<file path="config.mk">
export PLATFORM = sky130hd
export DESIGN_NAME = exec_core
export DESIGN_NICKNAME = d
export VERILOG_FILES = /design/src/exec_pkg.sv /design/src/issue_if.sv /design/src/decoder.sv /design/src/regfile.sv /design/src/alu.sv /design/src/execute_stage.sv /design/src/exec_core.sv
export SDC_FILE = /design/constraint.sdc
export NUM_CORES = 2
export LEC_CHECK = 0
export ABC_AREA = 1
export BUFFER_PORTS_ARGS = -buffer_cell sky130_fd_sc_hd__buf_2
export CORE_ASPECT_RATIO = 1.75
export CORE_MARGIN = 2
export CORE_UTILIZATION = 40
export CTS_CLUSTER_DIAMETER = 50
export DETAILED_ROUTE_END_ITERATION = 8
export SKIP_CTS_REPAIR_TIMING = 1
export SLEW_MARGIN = 20
export SYNTH_ARGS = -nofsm -noshare
export SYNTH_HDL_FRONTEND = slang
export SYNTH_HIERARCHICAL = 1
export SYNTH_SLANG_ARGS = --single-unit
</file>
<file path="constraint.sdc">
create_clock -name clk -period 9 [get_ports clk]
set_input_delay 0.45 -clock clk [delete_from_list [all_inputs] [get_ports clk]]
set_output_delay 0.45 -clock clk [all_outputs]
set_load 0.005 [all_outputs]
</file>
<file path="src/exec_pkg.sv">
`default_nettype none

package exec_pkg;

  localparam int XLEN       = 32;
  localparam int REG_ADDR_W = 5;

  // bubble cycles of one multiply
  localparam int MUL_STAGES = 3;

  // major opcodes
  localparam logic [6:0] OPC_OP     = 7'b0110011;
  localparam logic [6:0] OPC_OP_IMM = 7'b0010011;

  // funct7 variants
  localparam logic [6:0] F7_BASE   = 7'b0000000;
  localparam logic [6:0] F7_ALT    = 7'b0100000;
  localparam logic [6:0] F7_MULDIV = 7'b0000001;

  // funct3 values with MUL in the add slot
  localparam logic [2:0] F3_ADD_SUB = 3'b000;
  localparam logic [2:0] F3_SLL     = 3'b001;
  localparam logic [2:0] F3_SLT     = 3'b010;
  localparam logic [2:0] F3_SLTU    = 3'b011;
  localparam logic [2:0] F3_XOR     = 3'b100;
  localparam logic [2:0] F3_SR      = 3'b101;
  localparam logic [2:0] F3_OR      = 3'b110;
  localparam logic [2:0] F3_AND     = 3'b111;

  typedef enum logic [3:0] {
    ALU_AND,
    ALU_OR,
    ALU_XOR,
    ALU_ADD,
    ALU_SUB,
    ALU_SHIFT_LEFT,
    ALU_SHIFT_RIGHT,
    ALU_SHIFT_RIGHT_AR,
    ALU_LESS_THAN_UNSIGNED,
    ALU_LESS_THAN_SIGNED,
    ALU_EQUAL,
    ALU_MUL
  } alu_op_t;

endpackage

`default_nettype wire

</file>
<file path="src/issue_if.sv">
`default_nettype none

interface issue_if;
  import exec_pkg::*;

  logic                  valid;
  logic                  ready;
  alu_op_t               op;
  logic                  inv_res;
  logic [REG_ADDR_W-1:0] rs1;
  logic [REG_ADDR_W-1:0] rs2;
  // raw register file values driven at the top level
  logic [XLEN-1:0]       rs1_val;
  logic [XLEN-1:0]       rs2_val;
  logic                  use_imm;
  logic [XLEN-1:0]       imm;
  logic [REG_ADDR_W-1:0] rd;
  logic                  wb_en;

  modport producer (
    output valid, op, inv_res, rs1, rs2, use_imm, imm, rd, wb_en
  );

  modport consumer (
    input  valid, op, inv_res, rs1, rs2, rs1_val, rs2_val, use_imm, imm, rd, wb_en,
    output ready
  );

endinterface

`default_nettype wire

</file>
<file path="src/decoder.sv">
`default_nettype none

module decoder (
  input  logic [31:0] instr,
  issue_if.producer   id,
  input  logic        instr_valid
);
  import exec_pkg::*;

  logic [6:0] opcode;
  logic [2:0] funct3;
  logic [6:0] funct7;
  alu_op_t    op;
  logic       inv_res;
  logic       use_imm;
  logic       legal;

  assign opcode = instr[6:0];
  assign funct3 = instr[14:12];
  assign funct7 = instr[31:25];

  always_comb begin
    op      = ALU_ADD;
    inv_res = 1'b0;
    use_imm = 1'b0;
    legal   = 1'b0;
    case (opcode)
      OPC_OP: begin
        case (funct7)
          F7_BASE: begin
            legal = 1'b1;
            case (funct3)
              F3_ADD_SUB: op = ALU_ADD;
              F3_SLL:     op = ALU_SHIFT_LEFT;
              F3_SLT:     op = ALU_LESS_THAN_SIGNED;
              F3_SLTU:    op = ALU_LESS_THAN_UNSIGNED;
              F3_XOR:     op = ALU_XOR;
              F3_SR:      op = ALU_SHIFT_RIGHT;
              F3_OR:      op = ALU_OR;
              F3_AND:     op = ALU_AND;
            endcase
          end
          F7_ALT: begin
            if (funct3 == F3_ADD_SUB) begin
              op    = ALU_SUB;
              legal = 1'b1;
            end else if (funct3 == F3_SR) begin
              op    = ALU_SHIFT_RIGHT_AR;
              legal = 1'b1;
            end else if (funct3 == F3_XOR) begin
              // xnor is xor with the result inverted
              op      = ALU_XOR;
              inv_res = 1'b1;
              legal   = 1'b1;
            end
          end
          F7_MULDIV: begin
            // plain MUL only without high halves or DIV/REM
            if (funct3 == F3_ADD_SUB) begin
              op    = ALU_MUL;
              legal = 1'b1;
            end
          end
          default: legal = 1'b0;
        endcase
      end
      OPC_OP_IMM: begin
        use_imm = 1'b1;
        case (funct3)
          F3_ADD_SUB: begin
            op    = ALU_ADD;
            legal = 1'b1;
          end
          F3_SLT: begin
            op    = ALU_LESS_THAN_SIGNED;
            legal = 1'b1;
          end
          F3_SLTU: begin
            op    = ALU_LESS_THAN_UNSIGNED;
            legal = 1'b1;
          end
          F3_XOR: begin
            op    = ALU_XOR;
            legal = 1'b1;
          end
          F3_OR: begin
            op    = ALU_OR;
            legal = 1'b1;
          end
          F3_AND: begin
            op    = ALU_AND;
            legal = 1'b1;
          end
          F3_SLL: begin
            op    = ALU_SHIFT_LEFT;
            legal = (funct7 == F7_BASE);
          end
          F3_SR: begin
            // shamt sits in the low five immediate bits
            op    = (funct7 == F7_ALT) ? ALU_SHIFT_RIGHT_AR : ALU_SHIFT_RIGHT;
            legal = (funct7 == F7_BASE) || (funct7 == F7_ALT);
          end
        endcase
      end
      default: legal = 1'b0;
    endcase
  end

  assign id.valid   = instr_valid;
  assign id.op      = op;
  assign id.inv_res = inv_res;
  assign id.rs1     = instr[19:15];
  assign id.rs2     = instr[24:20];
  assign id.rd      = instr[11:7];
  assign id.use_imm = use_imm;
  assign id.imm     = {{(XLEN - 12){instr[31]}}, instr[31:20]};
  assign id.wb_en   = legal;

endmodule

`default_nettype wire

</file>
<file path="src/regfile.sv">
`default_nettype none

module regfile (
  input  logic                            clk,
  input  logic                            rst,
  input  logic [exec_pkg::REG_ADDR_W-1:0] raddr1,
  input  logic [exec_pkg::REG_ADDR_W-1:0] raddr2,
  output logic [exec_pkg::XLEN-1:0]       rdata1,
  output logic [exec_pkg::XLEN-1:0]       rdata2,
  input  logic                            we,
  input  logic [exec_pkg::REG_ADDR_W-1:0] waddr,
  input  logic [exec_pkg::XLEN-1:0]       wdata
);
  import exec_pkg::*;

  logic [XLEN-1:0] regs [2**REG_ADDR_W];

  always_ff @(posedge clk) begin
    if (rst) begin
      for (int i = 0; i < 2**REG_ADDR_W; i++) begin
        regs[i] <= '0;
      end
    end else if (we && waddr != '0) begin
      regs[waddr] <= wdata;
    end
  end

  // x0 stays zero because writes to it are dropped
  assign rdata1 = regs[raddr1];
  assign rdata2 = regs[raddr2];

  a_x0_zero: assert property (
    @(posedge clk) disable iff (rst)
    (raddr1 != '0 || rdata1 == '0) && (raddr2 != '0 || rdata2 == '0)
  ) else $error("x0 read back non-zero");

endmodule

`default_nettype wire

</file>
<file path="src/alu.sv">
`default_nettype none

module alu (
  input  logic                      clk,
  input  logic                      rst,
  input  logic [exec_pkg::XLEN-1:0] left_operand,
  input  logic [exec_pkg::XLEN-1:0] right_operand,
  input  exec_pkg::alu_op_t         alu_op,
  input  logic                      alu_inv_res,
  output logic [exec_pkg::XLEN-1:0] alu_res,
  output logic                      insert_bubble
);
  import exec_pkg::*;

  localparam int CNT_W = $clog2(MUL_STAGES + 1);
  localparam logic [CNT_W-1:0] CNT_DONE = MUL_STAGES[CNT_W-1:0];

  logic [XLEN-1:0]  internal_res;
  logic [4:0]       shamt;
  logic [XLEN-1:0]  left_operand_d;
  logic [XLEN-1:0]  right_operand_d;
  logic [XLEN-1:0]  mul_res;
  logic [XLEN-1:0]  mul_res_d;
  logic [XLEN-1:0]  mul_res_dd;
  logic [CNT_W-1:0] mul_cnt;

  // RV32 shifts look at five bits only
  assign shamt = right_operand[4:0];

  always_comb begin
    case (alu_op)
      ALU_AND:            internal_res = left_operand & right_operand;
      ALU_OR:             internal_res = left_operand | right_operand;
      ALU_XOR:            internal_res = left_operand ^ right_operand;
      ALU_ADD:            internal_res = left_operand + right_operand;
      ALU_SUB:            internal_res = left_operand - right_operand;
      ALU_SHIFT_LEFT:     internal_res = left_operand << shamt;
      ALU_SHIFT_RIGHT:    internal_res = left_operand >> shamt;
      ALU_SHIFT_RIGHT_AR: internal_res = $signed(left_operand) >>> shamt;
      ALU_LESS_THAN_UNSIGNED: begin
        internal_res = {{(XLEN - 1){1'b0}}, left_operand < right_operand};
      end
      ALU_LESS_THAN_SIGNED: begin
        internal_res = {{(XLEN - 1){1'b0}}, $signed(left_operand) < $signed(right_operand)};
      end
      ALU_EQUAL: begin
        internal_res = {{(XLEN - 1){1'b0}}, left_operand == right_operand};
      end
      ALU_MUL:            internal_res = mul_res_dd;
      default:            internal_res = left_operand + right_operand;
    endcase
  end

  // multiplier pipe with operand regs and two product stages
  always_ff @(posedge clk) begin
    left_operand_d  <= left_operand;
    right_operand_d <= right_operand;
    mul_res_d       <= mul_res;
    mul_res_dd      <= mul_res_d;
  end

  // low half is the same for signed and unsigned
  assign mul_res = left_operand_d * right_operand_d;

  always_ff @(posedge clk) begin
    if (rst) begin
      mul_cnt <= '0;
    end else if (mul_cnt == CNT_DONE) begin
      mul_cnt <= '0;
    end else if (mul_cnt != '0 || alu_op == ALU_MUL) begin
      mul_cnt <= mul_cnt + 1'b1;
    end
  end

  assign insert_bubble = (alu_op == ALU_MUL && mul_cnt == '0) ||
                         (mul_cnt != '0 && mul_cnt != CNT_DONE);

  assign alu_res = alu_inv_res ? ~internal_res : internal_res;

  a_cnt_with_mul: assert property (
    @(posedge clk) disable iff (rst) mul_cnt != '0 |-> alu_op == ALU_MUL
  ) else $error("multiply counter running without a multiply");

endmodule

`default_nettype wire

</file>
<file path="src/execute_stage.sv">
`default_nettype none

module execute_stage (
  input  logic                            clk,
  input  logic                            rst,
  issue_if.consumer                       id,
  output logic                            wb_valid,
  output logic [exec_pkg::REG_ADDR_W-1:0] wb_rd,
  output logic [exec_pkg::XLEN-1:0]       wb_data
);
  import exec_pkg::*;

  logic                  ex_valid;
  alu_op_t               ex_op;
  logic                  ex_inv;
  logic [XLEN-1:0]       ex_a;
  logic [XLEN-1:0]       ex_b;
  logic [REG_ADDR_W-1:0] ex_rd;
  logic                  ex_wb_en;
  logic                  ex_wr;
  alu_op_t               alu_op;
  logic [XLEN-1:0]       alu_res;
  logic                  bubble;
  logic                  take;
  logic [XLEN-1:0]       fwd_a;
  logic [XLEN-1:0]       fwd_b;

  // execute register beats writeback, which beats the regfile
  function automatic logic [XLEN-1:0] forward(input logic [REG_ADDR_W-1:0] rs,
                                              input logic [XLEN-1:0] rf_val);
    if (rs != '0 && ex_wr && ex_rd == rs) begin
      return alu_res;
    end else if (rs != '0 && wb_valid && wb_rd == rs) begin
      return wb_data;
    end
    return rf_val;
  endfunction

  assign ex_wr    = ex_valid && ex_wb_en && (ex_rd != '0);
  assign id.ready = !(ex_valid && bubble);
  assign take     = id.valid && id.ready;

  always_comb begin
    fwd_a = forward(id.rs1, id.rs1_val);
    fwd_b = forward(id.rs2, id.rs2_val);
  end

  always_ff @(posedge clk) begin
    if (rst) begin
      ex_valid <= 1'b0;
    end else if (id.ready) begin
      ex_valid <= id.valid;
    end
  end

  always_ff @(posedge clk) begin
    if (take) begin
      ex_op    <= id.op;
      ex_inv   <= id.inv_res;
      ex_a     <= fwd_a;
      ex_b     <= id.use_imm ? id.imm : fwd_b;
      ex_rd    <= id.rd;
      ex_wb_en <= id.wb_en;
    end
  end

  // an empty slot must not start a multiply
  always_comb begin
    if (ex_valid) begin
      alu_op = ex_op;
    end else begin
      alu_op = ALU_AND;
    end
  end

  alu u_alu (
    .clk           (clk),
    .rst           (rst),
    .left_operand  (ex_a),
    .right_operand (ex_b),
    .alu_op        (alu_op),
    .alu_inv_res   (ex_inv),
    .alu_res       (alu_res),
    .insert_bubble (bubble)
  );

  always_ff @(posedge clk) begin
    if (rst) begin
      wb_valid <= 1'b0;
    end else begin
      wb_valid <= ex_wr && !bubble;
    end
  end

  always_ff @(posedge clk) begin
    wb_rd   <= ex_rd;
    wb_data <= alu_res;
  end

  a_hold_in_bubble: assert property (
    @(posedge clk) disable iff (rst)
    (ex_valid && bubble) |=> (ex_valid && $stable(ex_op) && $stable(ex_a) &&
                              $stable(ex_b) && $stable(ex_rd))
  ) else $error("execute register changed during multiply stall");

endmodule

`default_nettype wire

</file>
<file path="src/exec_core.sv">
`default_nettype none

module exec_core (
  input  logic        clk,
  input  logic        rst,
  input  logic        instr_valid,
  input  logic [31:0] instr,
  output logic        instr_ready,
  output logic        wb_valid,
  output logic [4:0]  wb_rd,
  output logic [31:0] wb_data
);

  issue_if id ();

  decoder u_decoder (
    .instr       (instr),
    .id          (id.producer),
    .instr_valid (instr_valid)
  );

  // register values go straight into the issue bundle
  regfile u_regfile (
    .clk    (clk),
    .rst    (rst),
    .raddr1 (id.rs1),
    .raddr2 (id.rs2),
    .rdata1 (id.rs1_val),
    .rdata2 (id.rs2_val),
    .we     (wb_valid),
    .waddr  (wb_rd),
    .wdata  (wb_data)
  );

  execute_stage u_execute_stage (
    .clk      (clk),
    .rst      (rst),
    .id       (id.consumer),
    .wb_valid (wb_valid),
    .wb_rd    (wb_rd),
    .wb_data  (wb_data)
  );

  assign instr_ready = id.ready;

endmodule

`default_nettype wire

</file>
==> results.json <==
{
  "die_x_um": 368,
  "fin_crit_ns": 7.86,
  "cts_buffers": 142,
  "relSlewSlack_pct": 19.0,
  "synth_top_area_cell": "edfxtp_1",
  "portBuffers": 73,
  "worst_slack_ns": 1.14,
  "tritoncts": "done",
  "cp.arrival_ns": 8.51,
  "fin_setup_tns_ns": 0,
  "drtIter0Drc": 9508,
  "power.leakage_nw": 46.0,
  "swShare_pct": 53.0,
  "end_kind": "register",
  "dr.pass1.iters": 8,
  "synth_top_area_share_pct": 35.6,
  "setup_viol": 0,
  "fin_worst_skew_ns": 0.0875,
  "die-area_mm2": 0.236,
  "slew_violations": 0,
  "drive_above_1_share_pct": 4.95,
  "combPwrFrac_pct": 69.8,
  "worst-setup-path-type": "register to register",
  "status": "finished with violations",
  "clock_latency_ns": 0.89,
  "ys.flop_type": "edfxtp_1",
  "antenna_left": 0,
  "crit_chain": "buf_4 > nand2_1 > fa_1 > inv_1 > fa_1 > inv_1 > fa_1 > fa_1 > inv_1 > fa_1 > fa_1 > fa_1 > fa_1 > ha_1 > a21o_1 > a221oi_1 > o21a_1 > o221ai_1 > xor2_1",
  "start_util_pct": 40.3,
  "dpl_worst_slack_ns": 1.19,
  "max_stage_delay_ns": 1.11,
  "hpwl_mm": 294,
  "whs_ns": -0.00638,
  "syn_area_per_cell_um2": 7.40,
  "cpMostUsedCell": "fa_1",
  "async_flop_share_pct": 0,
  "worst_pin_slew_ns": 1.21,
  "drcViolationCount": 0,
  "cp-start-kind": "register",
  "p_per_area_mw_per_mm2": 465,
  "ys_seq_area_share_pct": 39.2,
  "synth_mux_area_share_pct": 0.0647,
  "cap_violations": 0,
  "power_frac_seq_pct": 17.4,
  "viasPerCell": 5.77,
  "ios": 74,
  "grt_first_pass_wirelength_mm": 602,
  "synthSimpleGateAreaFrac_pct": 34.8,
  "cts.clk_slew.worst_paths_ns": 0.06,
  "ys_types": 60,
  "vdd_drop_max_uv": 922,
  "pwr-share-clk_pct": 12.7,
  "die_h_um": 641,
  "synth_compound_area_share_pct": 3.63,
  "period_share_pct": 87.4,
  "synthAdderAreaFrac_pct": 11.9,
  "synth_area_leaders": "edfxtp_1 36%, nand2_1 19%, nand3_1 10%",
  "worst_ep_required_time_ns": 9.64,
  "synth_edf_count": 1099,
  "wl_per_cell_um": 27.8,
  "routabilityCongestion": 1.05,
  "syn_area_mm2": 0.0928,
  "hold_viol_final": 1,
  "syn_to_final_growth_pct": 6.82,
  "synth_top_family_by_area": "simple AND/OR/NAND/NOR gates",
  "htree_levels": 4,
  "internal-power_mw": 21.7,
  "root_buffer": "clkbuf_16",
  "crit_fanout": 16,
  "grt_start_max_net_pins": 249,
  "nets": 12800,
  "ctsLongestPathBuffers": 4,
  "violations": "hold timing",
  "synth_xor_area_share_pct": 0.613,
  "synthCells": 12500,
  "coreArea_mm2": 0.230,
  "cts_sinks": 1268,
  "fmax_mhz": 127,
  "rsz0062_at_grt": "no",
  "critPathSlowestCell": "dfxtp_1",
  "p_total_mw": 46.1,
  "grt_pass1_vias": 88300,
  "switchingPower_mw": 24.4,
  "wirelength_mm": 425,
  "ys_warn_count": 6,
  "antenna_found_initial": 21,
  "vias": 88200,
  "placementRows": 233,
  "overflow": 0,
  "hp-class": "input pin to register",
  "grt_usage_pct": 35.2,
  "ys_ff_latch": 1268
}
-- cells in the final DEF (no fill, tap or decap), types with 41 or more instances in the layout --
master	netlist	final
nor2_1	1219	1216
nand4_1	41	41
o21ai_1	49	53
o21ai_0	245	241
nand2_1	4609	4577
a21oi_1	159	157
nand3_1	1870	1870
edfxtp_1	1099	1099
ha_1	225	225
dfxtp_1	169	166
inv_1	1170	1148
nand3b_1	42	42
buf_2	407	65
clkbuf_16	0	143
fa_1	410	410
buf_4	87	218
-- routing by layer --
metal  part of all wire, %  vias up  GRT usage (%)  wire length [um]
met2                    50     5237           62.6            212000
li1                      -    38900              -                 -
met1                    31    42200           34.4            131000
met3                   8.1     1818           6.02             34200
met5                0.0094        -              0                40
met4                    11        6           33.2             47200
-- metrics by stage --
stage          util (%)  cell area [um2]  hold WS (ns)  cells
2_1_floorplan         -            92900         0.310  12600
3_3_place_gp       41.0            94500         0.313  15000
3_5_place_dp       41.0            94500         0.312  15000
4_1_cts            43.0            99000        -0.229  15200
5_1_grt            43.0            99100      -0.00558  15300
6_report           43.0            99100      -0.00638  15300
-- flip-flops by register name, indices dropped and copies added, names as in the netlist, 32 cells and up --
signal                                 flops
u_execute_stage/u_alu/mul_res_dd          32
u_execute_stage/u_alu/mul_res_d           32
u_regfile/regs                          1024
u_execute_stage/u_alu/left_operand_d      32
u_execute_stage/u_alu/right_operand_d     32
u_execute_stage/wb_data                   32
u_execute_stage/ex_b                      32
u_execute_stage/ex_a                      32
-- power by group through the flow --
stage	registers, mW	logic, mW	clock network (mW)
CTS	8.00	32.2	5.92
floorplan	7.64	22.0	0
global placement	8.10	31.9	0
global route	8.03	34.7	6.11
finish	8.04	32.2	5.85
detailed placement	8.12	31.8	0
-- critical path: cells and delay by family, from the launching register on --
| kind | cells | cell delay, ns |
|---|---|---|
| adder cells (fa/ha/maj) | 9 | 4.53 |
| AO/OA/AOI/OAI | 4 | 1.13 |
| AND/OR/NAND/NOR | 1 | 0.11 |
| XOR/XNOR | 1 | 0.24 |
| flip-flops | 1 | 1.11 |
| buffers and inverters | 4 | 0.56 |
-- layout make-up --
| type | instances | area (um2) |
|---|---|---|
| multi-input combinational | 9190 | 47600 |
| sequential | 1268 | 36400 |
| inverter | 1186 | 4510 |
| fill | 23400 | 131000 |
| clock buffer | 171 | 3750 |
| clock inverter | 76 | 719 |
| timing repair buffer | 307 | 2320 |
| antenna | 22 | 55.1 |
| tap | 3055 | 3820 |
-- worst paths after layout --
path | startpoint | to | slack, ns | depth (start not counted)
worst max register to register | u_execute_stage/u_alu/left_operand_d[5] | u_execute_stage/u_alu/mul_res_d[30] | 1.14 | 19
worst max-delay path | u_execute_stage/u_alu/left_operand_d[5] | u_execute_stage/u_alu/mul_res_d[30] | 1.14 | 19
worst min register to register | u_execute_stage/u_alu/mul_res_d[10] | u_execute_stage/u_alu/mul_res_dd[10] | 0.33 | 0
worst min-delay path | instr[5] | u_execute_stage/ex_op[1] | -0.006 | 3
-- cells by family (layout without fill, tap and decap cells) --
kind of cell,after synthesis,after routing
DFF,1268,1268
buffers and inverters,2110,1740
adders and majority gates,635,635
AOI/OAI and AO/OA,596,596
other,1,54
xor gates and xnor gates,65,65
muxes,6,6
and+or+nand+nor,7856,7856
-- Yosys cell counts, drive strengths merged (5+ instances only) --
master,count
a211oi,9
a21boi,10
a21o,11
a21oi,162
a221oi,5
a31oi,11
buf,595
clkbuf,329
dfxtp,169
edfxtp,1099
fa,410
ha,225
inv,1184
mux2i,6
nand2,4611
nand3,1874
nand3b,42
nand4,41
nor2,1224
nor3,37
nor4,13
o2111ai,6
o211ai,41
o21a,16
o21ai,298
o21bai,9
o22ai,9
or2,10
xnor2,26
xor2,39
(Power assumes the default switching activity.)
